### src/source/vsi_settings.svh
`ifndef VSI_SETTINGS_SVH
`define VSI_SETTINGS_SVH

// Number of inverter phases and width of period, duty and compare values
`define VSI_N_PHASES 4
`define VSI_DATA_WIDTH 16

// Width of the PWM generator register index
`define VSI_REG_ADDR_WIDTH 4

// Register offsets inside the PWM generator
`define VSI_REG_CONTROL 0
`define VSI_REG_COUNTER_RESET 1
`define VSI_REG_PERIOD 2
`define VSI_REG_COMPARE_LOW_BASE 3
`define VSI_REG_COMPARE_HIGH_BASE 7

// Values of the control register
`define VSI_CTRL_STOPPED 0
`define VSI_CTRL_RUN 1

// Period written by the configure sequence
`define VSI_DEFAULT_PERIOD 100

`endif

### src/source/pwm_map_pkg.sv
`default_nettype none

`include "vsi_settings.svh"

package pwm_map_pkg;

    // Register index of the PWM generator, one compare pair per phase
    typedef enum logic [`VSI_REG_ADDR_WIDTH-1:0] {
        reg_control = `VSI_REG_CONTROL,
        reg_counter_reset = `VSI_REG_COUNTER_RESET,
        reg_period = `VSI_REG_PERIOD,
        reg_compare_low_0 = `VSI_REG_COMPARE_LOW_BASE,
        reg_compare_low_1 = `VSI_REG_COMPARE_LOW_BASE + 1,
        reg_compare_low_2 = `VSI_REG_COMPARE_LOW_BASE + 2,
        reg_compare_low_3 = `VSI_REG_COMPARE_LOW_BASE + 3,
        reg_compare_high_0 = `VSI_REG_COMPARE_HIGH_BASE,
        reg_compare_high_1 = `VSI_REG_COMPARE_HIGH_BASE + 1,
        reg_compare_high_2 = `VSI_REG_COMPARE_HIGH_BASE + 2,
        reg_compare_high_3 = `VSI_REG_COMPARE_HIGH_BASE + 3
    } pwm_register_t;

    // Values held by the control register
    typedef enum logic [`VSI_DATA_WIDTH-1:0] {
        ctrl_stopped = `VSI_CTRL_STOPPED,
        ctrl_run = `VSI_CTRL_RUN
    } pwm_control_t;

endpackage

`default_nettype wire

### src/source/modulator_ctrl_pkg.sv
`default_nettype none

package modulator_ctrl_pkg;

    // States of the register write arbiter
    typedef enum logic [1:0] {
        idle,
        issue,
        wait_ready,
        next
    } arbiter_state_t;

    // Kinds of request the configuration sequencer can raise
    typedef enum logic [1:0] {
        req_configure,
        req_start,
        req_stop
    } request_kind_t;

endpackage

`default_nettype wire

### src/source/compare_calculator.sv
`timescale 1ns/1ns
`default_nettype none

`include "vsi_settings.svh"

module compare_calculator (
    input logic clock,
    input logic reset,
    input logic [`VSI_N_PHASES-1:0] update,
    input logic [`VSI_DATA_WIDTH-1:0] period,
    input logic [`VSI_DATA_WIDTH-1:0] duty [`VSI_N_PHASES],
    input logic modulator_status,
    output logic compare_valid,
    output logic [`VSI_DATA_WIDTH-1:0] compare_low [`VSI_N_PHASES],
    output logic [`VSI_DATA_WIDTH-1:0] compare_high [`VSI_N_PHASES],
    output logic [`VSI_DATA_WIDTH-1:0] batch_period
);

    logic update_pending;
    logic calculate;

    // Duty changes are only applied while the modulator is stopped
    assign calculate = update_pending && !modulator_status;

    always_ff @(posedge clock) begin
        if (!reset) begin
            update_pending <= 1'b0;
            compare_valid <= 1'b0;
        end else begin
            compare_valid <= calculate;
            if (calculate) begin
                // A strobe in the same cycle starts a fresh pending update
                update_pending <= |update;
            end else begin
                update_pending <= update_pending | (|update);
            end
        end
    end

    // Centre aligned pair around half the period
    always_ff @(posedge clock) begin
        if (calculate) begin
            batch_period <= period;
            for (int i = 0; i < `VSI_N_PHASES; i++) begin
                compare_low[i] <= (period >> 1) - (duty[i] >> 1);
                compare_high[i] <= (period >> 1) + (duty[i] >> 1);
            end
        end
    end

endmodule

`default_nettype wire

### src/source/config_sequencer.sv
`timescale 1ns/1ns
`default_nettype none

`include "vsi_settings.svh"

module config_sequencer (
    input logic clock,
    input logic reset,
    input logic configure,
    input logic start,
    input logic stop,
    input logic seq_accept,
    output logic seq_request,
    output pwm_map_pkg::pwm_register_t seq_address,
    output logic [`VSI_DATA_WIDTH-1:0] seq_data,
    output logic done,
    output logic modulator_status
);

    localparam logic [1:0] last_config_word = 2'd2;

    modulator_ctrl_pkg::request_kind_t request_kind;
    logic [1:0] word_count;

    always_ff @(posedge clock) begin
        if (!reset) begin
            seq_request <= 1'b0;
            done <= 1'b0;
            modulator_status <= 1'b0;
            request_kind <= modulator_ctrl_pkg::req_configure;
            word_count <= 2'd0;
        end else begin
            done <= 1'b0;
            if (seq_request) begin
                if (seq_accept) begin
                    if (request_kind == modulator_ctrl_pkg::req_configure &&
                            word_count != last_config_word) begin
                        word_count <= word_count + 2'd1;
                    end else begin
                        seq_request <= 1'b0;
                        done <= (request_kind == modulator_ctrl_pkg::req_configure);
                    end
                end
            end else if (configure) begin
                request_kind <= modulator_ctrl_pkg::req_configure;
                word_count <= 2'd0;
                seq_request <= 1'b1;
            end else if (start) begin
                request_kind <= modulator_ctrl_pkg::req_start;
                word_count <= 2'd0;
                seq_request <= 1'b1;
                modulator_status <= 1'b1;
            end else if (stop) begin
                request_kind <= modulator_ctrl_pkg::req_stop;
                word_count <= 2'd0;
                seq_request <= 1'b1;
                modulator_status <= 1'b0;
            end
        end
    end

    // Word presented to the arbiter, held until it is accepted
    always_comb begin
        seq_address = pwm_map_pkg::reg_control;
        seq_data = pwm_map_pkg::ctrl_stopped;
        case (request_kind)
            modulator_ctrl_pkg::req_configure: begin
                if (word_count == 2'd1) begin
                    seq_address = pwm_map_pkg::reg_counter_reset;
                    seq_data = `VSI_DATA_WIDTH'(1);
                end else if (word_count == last_config_word) begin
                    seq_address = pwm_map_pkg::reg_period;
                    seq_data = `VSI_DATA_WIDTH'(`VSI_DEFAULT_PERIOD);
                end
            end
            modulator_ctrl_pkg::req_start: begin
                seq_data = pwm_map_pkg::ctrl_run;
            end
            default: begin
                seq_data = pwm_map_pkg::ctrl_stopped;
            end
        endcase
    end

endmodule

`default_nettype wire

### src/source/register_write_arbiter.sv
`timescale 1ns/1ns
`default_nettype none

`include "vsi_settings.svh"

module register_write_arbiter (
    input logic clock,
    input logic reset,
    input logic seq_request,
    input pwm_map_pkg::pwm_register_t seq_address,
    input logic [`VSI_DATA_WIDTH-1:0] seq_data,
    output logic seq_accept,
    input logic compare_valid,
    input logic [`VSI_DATA_WIDTH-1:0] compare_low [`VSI_N_PHASES],
    input logic [`VSI_DATA_WIDTH-1:0] compare_high [`VSI_N_PHASES],
    input logic [`VSI_DATA_WIDTH-1:0] batch_period,
    output pwm_map_pkg::pwm_register_t write_address,
    output logic [`VSI_DATA_WIDTH-1:0] write_data,
    output logic write_valid,
    input logic write_ready
);

    // Period plus a low and a high compare per phase
    localparam logic [3:0] last_index = 4'(2 * `VSI_N_PHASES);

    modulator_ctrl_pkg::arbiter_state_t state;
    logic batch_pending;
    logic batch_active;
    logic [3:0] batch_index;
    logic [`VSI_DATA_WIDTH-1:0] period_q;
    logic [`VSI_DATA_WIDTH-1:0] low_q [`VSI_N_PHASES];
    logic [`VSI_DATA_WIDTH-1:0] high_q [`VSI_N_PHASES];
    pwm_map_pkg::pwm_register_t batch_address;
    logic [`VSI_DATA_WIDTH-1:0] batch_data;

    always_ff @(posedge clock) begin
        if (compare_valid) begin
            period_q <= batch_period;
            low_q <= compare_low;
            high_q <= compare_high;
        end
    end

    // Batch order is period, then the low compares, then the high compares
    always_comb begin
        batch_address = pwm_map_pkg::reg_period;
        batch_data = period_q;
        case (batch_index)
            4'd1: begin
                batch_address = pwm_map_pkg::reg_compare_low_0;
                batch_data = low_q[0];
            end
            4'd2: begin
                batch_address = pwm_map_pkg::reg_compare_low_1;
                batch_data = low_q[1];
            end
            4'd3: begin
                batch_address = pwm_map_pkg::reg_compare_low_2;
                batch_data = low_q[2];
            end
            4'd4: begin
                batch_address = pwm_map_pkg::reg_compare_low_3;
                batch_data = low_q[3];
            end
            4'd5: begin
                batch_address = pwm_map_pkg::reg_compare_high_0;
                batch_data = high_q[0];
            end
            4'd6: begin
                batch_address = pwm_map_pkg::reg_compare_high_1;
                batch_data = high_q[1];
            end
            4'd7: begin
                batch_address = pwm_map_pkg::reg_compare_high_2;
                batch_data = high_q[2];
            end
            4'd8: begin
                batch_address = pwm_map_pkg::reg_compare_high_3;
                batch_data = high_q[3];
            end
            default: begin
                batch_address = pwm_map_pkg::reg_period;
                batch_data = period_q;
            end
        endcase
    end

    always_ff @(posedge clock) begin
        if (!reset) begin
            state <= modulator_ctrl_pkg::idle;
            write_valid <= 1'b0;
            seq_accept <= 1'b0;
            batch_pending <= 1'b0;
            batch_active <= 1'b0;
            batch_index <= 4'd0;
        end else begin
            seq_accept <= 1'b0;
            if (compare_valid) begin
                batch_pending <= 1'b1;
            end
            case (state)
                modulator_ctrl_pkg::idle: begin
                    // Sequencer words win over a waiting compare batch
                    if (seq_request) begin
                        batch_active <= 1'b0;
                        state <= modulator_ctrl_pkg::issue;
                    end else if (batch_pending) begin
                        batch_active <= 1'b1;
                        batch_index <= 4'd0;
                        batch_pending <= compare_valid;
                        state <= modulator_ctrl_pkg::issue;
                    end
                end
                modulator_ctrl_pkg::issue: begin
                    write_valid <= 1'b1;
                    if (batch_active) begin
                        write_address <= batch_address;
                        write_data <= batch_data;
                    end else begin
                        write_address <= seq_address;
                        write_data <= seq_data;
                        seq_accept <= 1'b1;
                    end
                    state <= modulator_ctrl_pkg::wait_ready;
                end
                modulator_ctrl_pkg::wait_ready: begin
                    if (write_ready) begin
                        write_valid <= 1'b0;
                        state <= modulator_ctrl_pkg::next;
                    end
                end
                modulator_ctrl_pkg::next: begin
                    // Ready comes back after its gap cycle
                    if (write_ready) begin
                        if (batch_active && batch_index != last_index) begin
                            batch_index <= batch_index + 4'd1;
                            state <= modulator_ctrl_pkg::issue;
                        end else begin
                            batch_active <= 1'b0;
                            state <= modulator_ctrl_pkg::idle;
                        end
                    end
                end
                default: begin
                    state <= modulator_ctrl_pkg::idle;
                end
            endcase
        end
    end

endmodule

`default_nettype wire

### src/source/pwm_generator.sv
`timescale 1ns/1ns
`default_nettype none

`include "vsi_settings.svh"

module pwm_generator (
    input logic clock,
    input logic reset,
    input pwm_map_pkg::pwm_register_t write_address,
    input logic [`VSI_DATA_WIDTH-1:0] write_data,
    input logic write_valid,
    output logic write_ready,
    output logic [`VSI_N_PHASES-1:0] pwm
);

    pwm_map_pkg::pwm_control_t control;
    logic [`VSI_DATA_WIDTH-1:0] period_reg;
    logic [`VSI_DATA_WIDTH-1:0] compare_low [`VSI_N_PHASES];
    logic [`VSI_DATA_WIDTH-1:0] compare_high [`VSI_N_PHASES];
    logic [`VSI_DATA_WIDTH-1:0] counter;
    logic write_fire;
    logic counter_clear;
    logic running;

    assign write_fire = write_valid && write_ready;
    assign counter_clear = write_fire && (write_address == pwm_map_pkg::reg_counter_reset);
    assign running = (control == pwm_map_pkg::ctrl_run);

    // Period and compare registers
    always_ff @(posedge clock) begin
        if (write_fire) begin
            case (write_address)
                pwm_map_pkg::reg_period: period_reg <= write_data;
                pwm_map_pkg::reg_compare_low_0: compare_low[0] <= write_data;
                pwm_map_pkg::reg_compare_low_1: compare_low[1] <= write_data;
                pwm_map_pkg::reg_compare_low_2: compare_low[2] <= write_data;
                pwm_map_pkg::reg_compare_low_3: compare_low[3] <= write_data;
                pwm_map_pkg::reg_compare_high_0: compare_high[0] <= write_data;
                pwm_map_pkg::reg_compare_high_1: compare_high[1] <= write_data;
                pwm_map_pkg::reg_compare_high_2: compare_high[2] <= write_data;
                pwm_map_pkg::reg_compare_high_3: compare_high[3] <= write_data;
                default: begin
                end
            endcase
        end
    end

    always_ff @(posedge clock) begin
        if (!reset) begin
            control <= pwm_map_pkg::ctrl_stopped;
            counter <= '0;
            write_ready <= 1'b0;
            pwm <= '0;
        end else begin
            // Ready drops for exactly one cycle after each accepted write
            write_ready <= !write_fire;
            if (write_fire && write_address == pwm_map_pkg::reg_control) begin
                control <= pwm_map_pkg::pwm_control_t'(write_data);
            end

            if (!running || counter_clear) begin
                counter <= '0;
            end else if (counter >= period_reg - `VSI_DATA_WIDTH'(1)) begin
                counter <= '0;
            end else begin
                counter <= counter + `VSI_DATA_WIDTH'(1);
            end

            for (int i = 0; i < `VSI_N_PHASES; i++) begin
                pwm[i] <= running && (counter >= compare_low[i]) && (counter < compare_high[i]);
            end
        end
    end

endmodule

`default_nettype wire

### src/source/vsi_modulation_top.sv
`timescale 1ns/1ns
`default_nettype none

`include "vsi_settings.svh"

module vsi_modulation_top (
    input logic clock,
    input logic reset,
    input logic configure,
    input logic start,
    input logic stop,
    input logic [`VSI_N_PHASES-1:0] update,
    input logic [`VSI_DATA_WIDTH-1:0] period,
    input logic [`VSI_DATA_WIDTH-1:0] duty [`VSI_N_PHASES],
    output logic done,
    output logic modulator_status,
    output logic [`VSI_N_PHASES-1:0] pwm
);

    logic compare_valid;
    logic [`VSI_DATA_WIDTH-1:0] compare_low [`VSI_N_PHASES];
    logic [`VSI_DATA_WIDTH-1:0] compare_high [`VSI_N_PHASES];
    logic [`VSI_DATA_WIDTH-1:0] batch_period;

    logic seq_request;
    logic seq_accept;
    pwm_map_pkg::pwm_register_t seq_address;
    logic [`VSI_DATA_WIDTH-1:0] seq_data;

    pwm_map_pkg::pwm_register_t write_address;
    logic [`VSI_DATA_WIDTH-1:0] write_data;
    logic write_valid;
    logic write_ready;

    compare_calculator u_compare_calculator (
        .clock(clock),
        .reset(reset),
        .update(update),
        .period(period),
        .duty(duty),
        .modulator_status(modulator_status),
        .compare_valid(compare_valid),
        .compare_low(compare_low),
        .compare_high(compare_high),
        .batch_period(batch_period)
    );

    config_sequencer u_config_sequencer (
        .clock(clock),
        .reset(reset),
        .configure(configure),
        .start(start),
        .stop(stop),
        .seq_accept(seq_accept),
        .seq_request(seq_request),
        .seq_address(seq_address),
        .seq_data(seq_data),
        .done(done),
        .modulator_status(modulator_status)
    );

    // Both producers share the single register write bus
    register_write_arbiter u_register_write_arbiter (
        .clock(clock),
        .reset(reset),
        .seq_request(seq_request),
        .seq_address(seq_address),
        .seq_data(seq_data),
        .seq_accept(seq_accept),
        .compare_valid(compare_valid),
        .compare_low(compare_low),
        .compare_high(compare_high),
        .batch_period(batch_period),
        .write_address(write_address),
        .write_data(write_data),
        .write_valid(write_valid),
        .write_ready(write_ready)
    );

    pwm_generator u_pwm_generator (
        .clock(clock),
        .reset(reset),
        .write_address(write_address),
        .write_data(write_data),
        .write_valid(write_valid),
        .write_ready(write_ready),
        .pwm(pwm)
    );

endmodule

`default_nettype wire

### config.mk
export PLATFORM = sky130hd
export DESIGN_NAME = vsi_modulation_top
export DESIGN_NICKNAME = d
export VERILOG_FILES = /design/src/source/pwm_map_pkg.sv /design/src/source/modulator_ctrl_pkg.sv /design/src/source/compare_calculator.sv /design/src/source/config_sequencer.sv /design/src/source/register_write_arbiter.sv /design/src/source/pwm_generator.sv /design/src/source/vsi_modulation_top.sv
export VERILOG_INCLUDE_DIRS = /design/src /design/src/source
export SDC_FILE = /design/constraint.sdc
export NUM_CORES = 1
export LEC_CHECK = 0
export BUFFER_PORTS_ARGS = -buffer_cell sky130_fd_sc_hd__buf_2
export CORE_MARGIN = 4
export CORE_UTILIZATION = 57
export DETAILED_ROUTE_END_ITERATION = 12
export PLACE_DENSITY_LB_ADDON = 0.1
export SKIP_LAST_GASP = 1
export SLEW_MARGIN = 20
export SYNTH_ARGS = -nofsm -noshare
export SYNTH_HDL_FRONTEND = slang
export SYNTH_SLANG_ARGS = --single-unit
### constraint.sdc
create_clock -name clock -period 6.9 [get_ports clock]
set_input_delay 0.345 -clock clock [delete_from_list [all_inputs] [get_ports clock]]
set_output_delay 0.345 -clock clock [all_outputs]
set_load 0.05 [all_outputs]
==> results of run 1 <==
==> worst register-to-register path, cell delays in order (launching register included) <==
cell,delay [ps]
edfxtp_1,420
or3_1,420
nor4_1,270
nand3_1,210
nor3_1,230
xnor2_1,150
ha_1,260
a21o_1,180
a21o_1,180
a2111oi_2,480
o31ai_4,280
nor2_1,160
==> routing by layer <==
metal,up-vias,part of all wire [%],track usage [%]
met4,0,3.1,8.74
met5,-,0,0
li1,7914,-,-
met3,125,4.5,3.01
met1,7867,41,28.3
met2,419,51,42.2
==> logic make-up after synthesis <==
family | Yosys count | synth area share, %
AOI/OAI and AO/OA | 456 | 12.3
xor gates and xnor gates | 127 | 4.32
adders and majority gates | 281 | 13.9
buffers and inverters | 310 | 4.66
DFF | 500 | 56.1
muxes | 5 | 0.194
and+or+nand+nor | 453 | 8.55
==> path summary, 6_finish.rpt <==
| kind | start | end | slack, ps | cells past startpoint |
|---|---|---|---|---|
| min | period[1] | u_compare_calculator.batch_period[1] | 50 | 1 |
| max reg2reg | u_pwm_generator.period_reg[6] | u_pwm_generator.counter[14] | 3590 | 11 |
| max | u_pwm_generator.period_reg[6] | u_pwm_generator.counter[14] | 3590 | 11 |
| min reg2reg | u_compare_calculator.compare_high[12] | u_register_write_arbiter.high_q[12] | 410 | 0 |
==> through the flow <==
stage          cells  instance area (um^2)  util, %  hold slack (ps)
3_5_place_dp    2766                 26800     60.4              405
2_1_floorplan   2132                 25800        -              400
6_report        2862                 28600     64.4             46.5
5_1_grt         2862                 28600     64.4             45.3
3_3_place_gp    2766                 26800     60.4              400
4_1_cts         2862                 28600     64.4             13.1
==> cells in the final DEF (no fill, tap or decap), types with 55 or more instances in the layout <==
cell type,Yosys,final
edfxtp_1,444,444
ha_1,273,273
inv_1,250,250
nor2_1,142,139
a21oi_1,110,110
nand2_1,92,92
xnor2_1,91,91
buf_2,11,90
a21o_1,61,61
o21ai_0,59,59
dfxtp_1,56,55
==> cell type report <==
cell class                 instances  area, um^2
sequential                       500       14500
multi-input combinational       1322       10100
fill                            3428       15800
inverter                         250         938
clock inverter                    28         360
clock buffer                      67        1410
tap                              592         741
timing repair buffer             103         551
==> power by group through the flow <==
stage | clock (uW) | sequential (uW) | combinational, uW
finish | 2890 | 3740 | 906
global route | 3090 | 3760 | 1010
CTS | 2950 | 3740 | 905
detailed placement | 0 | 3800 | 900
global placement | 0 | 3790 | 872
floorplan | 0 | 3750 | 639
==> impl_metrics.toml, run 1 <==
[final_layout]
top_regs = "u_pwm_generator.compare_high (64), u_pwm_generator.compare_low (64), u_register_write_arbiter.high_q (64)"
layout.nets = 2598
drive_gt1_share_pct = 9.34
insertedDiodeCount = 0
syn_to_final_growth_pct = 11.1

[timing]
tightest_slew_ps = 1040
maxSlewHeadroom_pct = 30.7
skew_ps = 18.9
finalHoldViolCount = 0
timing.fmax_ghz = 0.302
post-route-period-util_pct = 48.0
rsz0062_at_grt = "no"
setup_tns_ps = 0
setup-violations-final = 0
period_minus_slack_ps = 3310
final_max_slew_viol_count = 0
fin_ws_ps = 3590

[power_and_ir_drop]
swShare_pct = 24.5
combPwrFrac_pct = 12.0
power.internal_uw = 5690
p_clk_share_pct = 38.4
leakage_uw = 0.0119
p_switching_uw = 1850
pwr-share-seq_pct = 49.6
power-per-cell-area_mw_per_mm2 = 264
ir_drop_uv = 148
total_power_uw = 7540

[yosys]
synth_nets = 2502
synth.distinct_cells = 79
netlist_area_mm2 = 0.0258
synth_commonest_cells = "edfxtp_1, ha_1, inv_1, nor2_1, a21oi_1"
synthFlopType = "edfxtp_1"
syn_inst = 2132
yosysSeqAreaShare_pct = 56.1
synth_area_leaders = "edfxtp_1, ha_1, dfxtp_1"
yosysMostFrequentCell = "edfxtp_1"
synth_top_cell_by_area = "edfxtp_1"
synth_edf_count = 444
yosysWarnings = 0
synthArstFlopShare_pct = 0
ys_ff_latch = 500
avgSynthCellArea_um2 = 12.1
synth_top_cell_area_share_pct = 51.8

[routing]
routedWlPerCell_um = 19.4
totalWireLength_um = 55700
vias = 16300
drtPass1Iterations = 5
drcViolationCount = 0
ant_nets = 0
vias_per_cell = 5.70
drt_first_iter_violations = 1127

[worst_setup_path]
cp.required_ps = 7420
slowest_delay_ps = 480
worst-path-buf-inv = 0
cp-start-kind = "register"
crit_path_end_kind = "register"
cp_cell_sequence = "or3_1 -> nor4_1 -> nand3_1 -> nor3_1 -> xnor2_1 -> ha_1 -> a21o_1 -> a21o_1 -> a2111oi_2 -> o31ai_4 -> nor2_1"
path_class = "register to register"
worst-endpoint-arrival_ps = 3830
slowest_stage = "a2111oi_2"
crit_path_max_fanout = 16
critPathMostFrequentCell = "a21o_1"
critical-path-top-delay-family = "simple AND/OR/NAND/NOR gates"

[grt]
antenna_found_initial = 0
grtUsageTotal_pct = 23.2
grt_pass1_vias = 16700
overflow = 0
grt_max_degree = 76
grt_pass1_wl_um = 87900

[place]
dpl.hpwl_um = 39600
portBuffers = 90
dp_slack_ps = 3260
routabilityCongestion = 1.00

[floorplanning]
placementRows = 77
die_h_um = 221
coreArea_mm2 = 0.0444
die_area_mm2 = 0.0487
io_pins = 95
initial_utilization_pct = 58.0
die_w_um = 221

[outcome]
status = "complete, no violations"

[clock_tree]
cts-root-buf = "clkbuf_16"
cts-buffers-inserted = 51
cts_hold_buf = 1
clkSlewWorstSetupHoldPaths_ps = 60
cts_max_level = 2
cts_tree = "yes"
clk_latency_ps = 600
clk_path_buf_depth = 3
post_cts_buffers = 0
cts_resized = 0
clkSinkCount = 500

[job]
drv_cap = 0

[worst_hold_path]
min_path_type = "input pin to register"
No activity file was read; power rests on OpenSTA's default activity.
==> run 2, diff against run 1 <==
==> constraint.sdc (replaced) <==
create_clock -name clock -period 2.9 [get_ports clock]
set_input_delay 0.145 -clock clock [delete_from_list [all_inputs] [get_ports clock]]
set_output_delay 0.145 -clock clock [all_outputs]
set_load 0.05 [all_outputs]
==> run 2 against run 1 <==
  * Clock skew fell by 3.6 ps
  * Combinational power rose to 2.5 times the previous value
  * Clock power rose by 120%
  * Non-clock buffer count rose by 102
  * Die area did not move
  * Routed wire length rose by 2.4%
  * Global-route usage rose by 0.37 points
  * Final area rose by 2.7%
  * Worst setup slack got worse by 3600 ps
  * Worst hold slack got worse by 2.5 ps
  * Critical path type unchanged
==> impl_metrics.toml, run 2 (same netlist as run 1, synthesis figures left out) <==
[floorplanning]
die_h_um = 221
placementRows = 77
io_pins = 95
initial_utilization_pct = 58.0
coreArea_mm2 = 0.0444
die_w_um = 221
die_area_mm2 = 0.0487

[grt]
overflow = 0
grt_pass1_vias = 16900
grtUsageTotal_pct = 23.6
grt_pass1_wl_um = 88800
grt_max_degree = 66
antenna_found_initial = 0

[clock_tree]
cts-root-buf = "clkbuf_16"
cts_tree = "yes"
clkSinkCount = 500
cts-buffers-inserted = 50
cts_max_level = 2
clk_path_buf_depth = 3
clk_latency_ps = 590
clkSlewWorstSetupHoldPaths_ps = 60

[power_and_ir_drop]
p_clk_share_pct = 35.9
power.internal_uw = 13100
pwr-share-seq_pct = 51.0
leakage_uw = 0.0123
combPwrFrac_pct = 13.1
p_switching_uw = 4300
ir_drop_uv = 365
swShare_pct = 24.7
power-per-cell-area_mw_per_mm2 = 593

[timing]
timing.fmax_ghz = 0.347
rsz0062_at_grt = "yes"
setup-violations-final = 0
hold_ws_ps = 44.0
final_max_slew_viol_count = 0
post-route-period-util_pct = 99.5
maxSlewHeadroom_pct = 40.6
finalHoldViolCount = 0
tightest_slew_ps = 891
skew_ps = 15.3
period_minus_slack_ps = 2880

[final_layout]
fin_area_mm2 = 0.0294
insertedDiodeCount = 0
final_common_cell = "edfxtp_1"
top_regs = "u_pwm_generator.compare_high (64), u_pwm_generator.compare_low (64), u_register_write_arbiter.high_q (64)"
layout_common_cells = "edfxtp_1, ha_1, inv_1, nor2_1, a21oi_1"
nFillCells = 3268
drive_gt1_share_pct = 11.9
layout.nets = 2700
syn_to_final_growth_pct = 14.1

[worst_setup_path]
slowest_stage = "or3_4"
cp.required_ps = 3420
slowest_delay_ps = 430
cp_cell_sequence = "or3_4 -> buf_4 -> nor3_1 -> xnor2_1 -> ha_1 -> a21o_1 -> a21o_1 -> a21oi_1 -> nand4_1 -> a21oi_2 -> o31ai_4 -> nor2_1"
worst-path-buf-inv = 1
crit_path_max_fanout = 8
cp-start-kind = "register"
crit_path_end_kind = "register"
critPathMostFrequentCell = "a21o_1"
worst-endpoint-arrival_ps = 3400
critical-path-top-delay-family = "compound AO/OA/AOI/OAI gates"
path_class = "register to register"

[routing]
drt_first_iter_violations = 1113
drtPass1Iterations = 5
vias = 16700
totalWireLength_um = 57000
routedWlPerCell_um = 19.2
drcViolationCount = 0
ant_nets = 0
vias_per_cell = 5.65

[job]
drv_cap = 0

[place]
routabilityCongestion = 0.981
dpl.hpwl_um = 41400
portBuffers = 90
placed_cell_area_mm2 = 0.0274

[outcome]
status = "complete, no violations"

[worst_hold_path]
min_path_type = "input pin to register"
[run 2: per-layer routing]
layer / vias up / wire length (um) / track usage [%] / share of wire [%]
met1: 8049 / 24000 / 29.7 / 42
met5: - / 0 / 0 / 0
met4: 0 / 2120 / 9.42 / 3.7
met2: 438 / 28400 / 41.8 / 50
li1: 8121 / - / - / -
met3: 119 / 2410 / 2.71 / 4.2
[run 2: cell type report]
class,count,area (um^2),share of cell area [%]
clock buffers,71,1440,4.91
clock inverters,20,153,0.519
inverters,250,938,3.19
multi-input cells,1323,10200,34.8
flip-flops and latches,500,14500,49.2
well taps,592,741,2.52
repair buffers,205,1430,4.85
[run 2: what timing repair did]
action | 4_1_cts | 5_1_grt
resized for setup | 7 | 4
hold endpoints to repair | 27 | 0
hold buffers | 30 | 0
setup buffers | 2 | 2
gates cloned | 1 | 0
pin swaps | 1 | 10
endpoints found under the setup margin | 16 | 18
[run 2: worst reg2reg max path, cell delays in order (launching register included)]
cell and delay, ps:
edfxtp_1 390, or3_4 430, buf_4 150, nor3_1 170, xnor2_1 160, ha_1 280, a21o_1 180, a21o_1 170
a21oi_1 190, nand4_1 120, a21oi_2 280, o31ai_4 170, nor2_1 130
[run 2: final timing paths]
| kind | slack [ps] | end | from | depth (start not counted) |
|---|---|---|---|---|
| worst max-delay path | 20 | u_pwm_generator.counter[6] | u_pwm_generator.period_reg[7] | 12 |
| worst min-delay path | 40 | u_compare_calculator.compare_low[1] | duty[2] | 3 |
| worst max register to register | 20 | u_pwm_generator.counter[6] | u_pwm_generator.period_reg[7] | 12 |
| worst min register to register | 410 | u_register_write_arbiter.low_q[4] | u_compare_calculator.compare_low[4] | 0 |
[run 2: power by group through the flow]
| stage | Combinational, uW | Sequential (uW) | Clock (uW) |
|---|---|---|---|
| 6_report | 2280 | 8890 | 6250 |
| 5_1_grt | 2530 | 8930 | 6700 |
| 4_1_cts | 2260 | 8890 | 6390 |
| 3_5_place_dp | 2220 | 9040 | 0 |
| 3_3_place_gp | 2160 | 9020 | 0 |
| 2_1_floorplan | 1520 | 8910 | 0 |
[run 2: stage by stage]
| step | setup TNS, ps | power [uW] | util, % | cells | worst slack (ps) |
|---|---|---|---|---|---|
| 2_1_floorplan | -4690 | 10400 | - | 2132 | -33.5 |
| 3_3_place_gp | -3110 | 11200 | 61.6 | 2835 | -203 |
| 3_5_place_dp | -5650 | 11300 | 61.6 | 2835 | -385 |
| 4_1_cts | -4.89 | 17500 | 66.1 | 2959 | -4.89 |
| 5_1_grt | -1750 | 18200 | 66.2 | 2961 | -143 |
| 6_report | 0 | 17400 | 66.2 | 2961 | 15.2 |
==> run 3, diff against run 2 <==
--- a/config.mk
+++ b/config.mk
@@ -7,7 +7,7 @@
 export NUM_CORES = 1
 export LEC_CHECK = 0
 export BUFFER_PORTS_ARGS = -buffer_cell sky130_fd_sc_hd__buf_2
-export CORE_MARGIN = 4
+export CORE_MARGIN = 5
 export CORE_UTILIZATION = 57
 export DETAILED_ROUTE_END_ITERATION = 12
 export PLACE_DENSITY_LB_ADDON = 0.1
==> run 3 against run 2 <==
  * Final area is 0.96% higher
  * Sequential power about the same
  * Clock skew increased by 1.5 ps
  * Critical path depth unchanged
  * Largest power group unchanged
  * Cell count increased by 0.44%
  * Worst setup slack lost 59 ps
  * Fmax decreased by 2.0%
  * The run now ends with setup timing left
  * Worst hold slack got worse by 3.7 ps
==> impl_metrics.toml, run 3 (same netlist as run 1, synthesis figures left out) <==
[final_layout]
layout.nets = 2713
insertedDiodeCount = 0
final_common_cell = "edfxtp_1"
fin_area_mm2 = 0.0297
top_regs = "u_pwm_generator.compare_high (64), u_pwm_generator.compare_low (64), u_register_write_arbiter.high_q (64)"
drive_gt1_share_pct = 12.5
syn_to_final_growth_pct = 15.2
layout.cells.non_filler = 2974
layout_common_cells = "edfxtp_1, ha_1, inv_1, nor2_1, a21oi_1"
nFillCells = 3280

[grt]
busiest_layer = "met2"
gr-usage-met1_pct = 29.3
overflow = 0
grt_pass1_wl_um = 91400
antenna_found_initial = 0
grt_max_degree = 139
met3_usage_pct = 2.49
grt_pass1_vias = 17100
grtUsageMet2_pct = 42.2
grtUsageTotal_pct = 23.3

[timing]
timing.fmax_ghz = 0.340
final_max_slew_viol_count = 0
setup-violations-final = 10
skew_ps = 16.8
rsz0062_at_grt = "yes"
finalHoldViolCount = 0
maxSlewHeadroom_pct = 38.3
tightest_slew_ps = 926
hold_ws_ps = 40.2
period_minus_slack_ps = 2940
post-route-period-util_pct = 102
fin_ws_ps = -43.5

[floorplanning]
die_area_mm2 = 0.0495
die_w_um = 223
die_h_um = 223
coreArea_mm2 = 0.0444
initial_utilization_pct = 58.0
io_pins = 95
placementRows = 77

[clock_tree]
cts-root-buf = "clkbuf_16"
cts_max_level = 2
clkSlewWorstSetupHoldPaths_ps = 60
cts-buffers-inserted = 52
clk_latency_ps = 600
clk_path_buf_depth = 3
cts_tree = "yes"
clkSinkCount = 500

[place]
dp.cells = 2843
dpl.hpwl_um = 42300
portBuffers = 90
placed_cell_area_mm2 = 0.0275
dp_slack_ps = -301
routabilityCongestion = 0.989

[worst_setup_path]
crit_path_max_fanout = 8
slowest_delay_ps = 420
cp_cell_sequence = "or3_4 -> nor4_4 -> nand3_2 -> nor3_4 -> xnor2_1 -> ha_1 -> a21o_1 -> a21o_1 -> a2111oi_4 -> buf_4 -> o31ai_4 -> nor2_1"
worst-path-buf-inv = 1
slowest_stage = "or3_4"
path_class = "register to register"
worst-endpoint-arrival_ps = 3460
crit_path_end_kind = "register"
critPathMostFrequentCell = "a21o_1"
critical-path-top-delay-family = "simple AND/OR/NAND/NOR gates"
cp-start-kind = "register"
cp.required_ps = 3420
rrSetupSlack_ps = -40

[routing]
vias = 16800
drcViolationCount = 0
totalWireLength_um = 58500
routedWlPerCell_um = 19.7
drtPass1Iterations = 6
vias_per_cell = 5.64
drt_first_iter_violations = 1119
ant_nets = 0

[power_and_ir_drop]
power-per-cell-area_mw_per_mm2 = 608
ir_drop_uv = 389
leakage_uw = 0.0125

[job]
drv_cap = 0

[outcome]
violations = "setup timing"
status = "finished, violations left"

[worst_hold_path]
min_path_type = "input pin to register"
-- run 3: changes by cell type in the layout (fill, tap and decap cells not counted), sizes merged --
cell         before  now
dlygate4sd3      30   33
bufinv            2    9
buf             175  183
inv             252  251
clkbuf           71   60
clkinv           15   22
-- run 3: area by class of cell --
type	count	area, um^2	share of cell area [%]
clock buffer	60	1350	4.55
clock inverter	33	403	1.36
inverter	250	938	3.16
multi-input combinational	1323	10200	34.4
sequential	500	14500	48.7
tap	592	741	2.50
timing repair buffer	216	1550	5.24
-- run 3: layer usage --
metal  part of all wire, %  up-vias
li1                      -     8140
met2                    51      369
met5                     0        -
met1                    42     8146
met4                   3.3        0
met3                   3.8      119
-- run 3: path summary, 6_finish.rpt --
| path | from | endpoint | cells after the start |
|---|---|---|---|
| worst min register to register | u_compare_calculator.compare_high[12] | u_register_write_arbiter.high_q[12] | 0 |
| worst max-delay path | u_pwm_generator.period_reg[7] | u_pwm_generator.counter[12] | 12 |
| worst min-delay path | duty[34] | u_compare_calculator.compare_low[33] | 3 |
| worst max register to register | u_pwm_generator.period_reg[7] | u_pwm_generator.counter[12] | 12 |
-- run 3: power by group --
group / switching [uW] / total, uW / internal (uW)
logic: 1370 / 2310 / 941
clock network: 2720 / 6850 / 4130
registers: 314 / 8890 / 8570
-- run 3: worst register-to-register path, cell delays in order (launching register included) --
cell	delay, ps
edfxtp_1	380
or3_4	420
nor4_4	200
nand3_2	180
nor3_4	140
xnor2_1	140
ha_1	270
a21o_1	200
a21o_1	210
a2111oi_4	280
buf_4	200
o31ai_4	130
nor2_1	150
-- run 3: through the flow --
step | utilization (%) | TNS, ps | power [uW]
floorplan | - | -4690 | 10400
global placement | 61.9 | -2620 | 11200
detailed placement | 61.9 | -4460 | 11300
CTS | 66.8 | 0 | 18200
global route | 66.8 | -2640 | 18800
finish | 66.8 | -196 | 18000
-- run 3: what timing repair did --
item / CTS / global route
setup buffers: 4 / 0
endpoints found under the hold margin: 30 / 0
hold buffers: 33 / 0
resized for setup: 6 / 4
endpoints found under the setup margin: 16 / 18
gates cloned: 1 / 0
pin swaps: 2 / 12
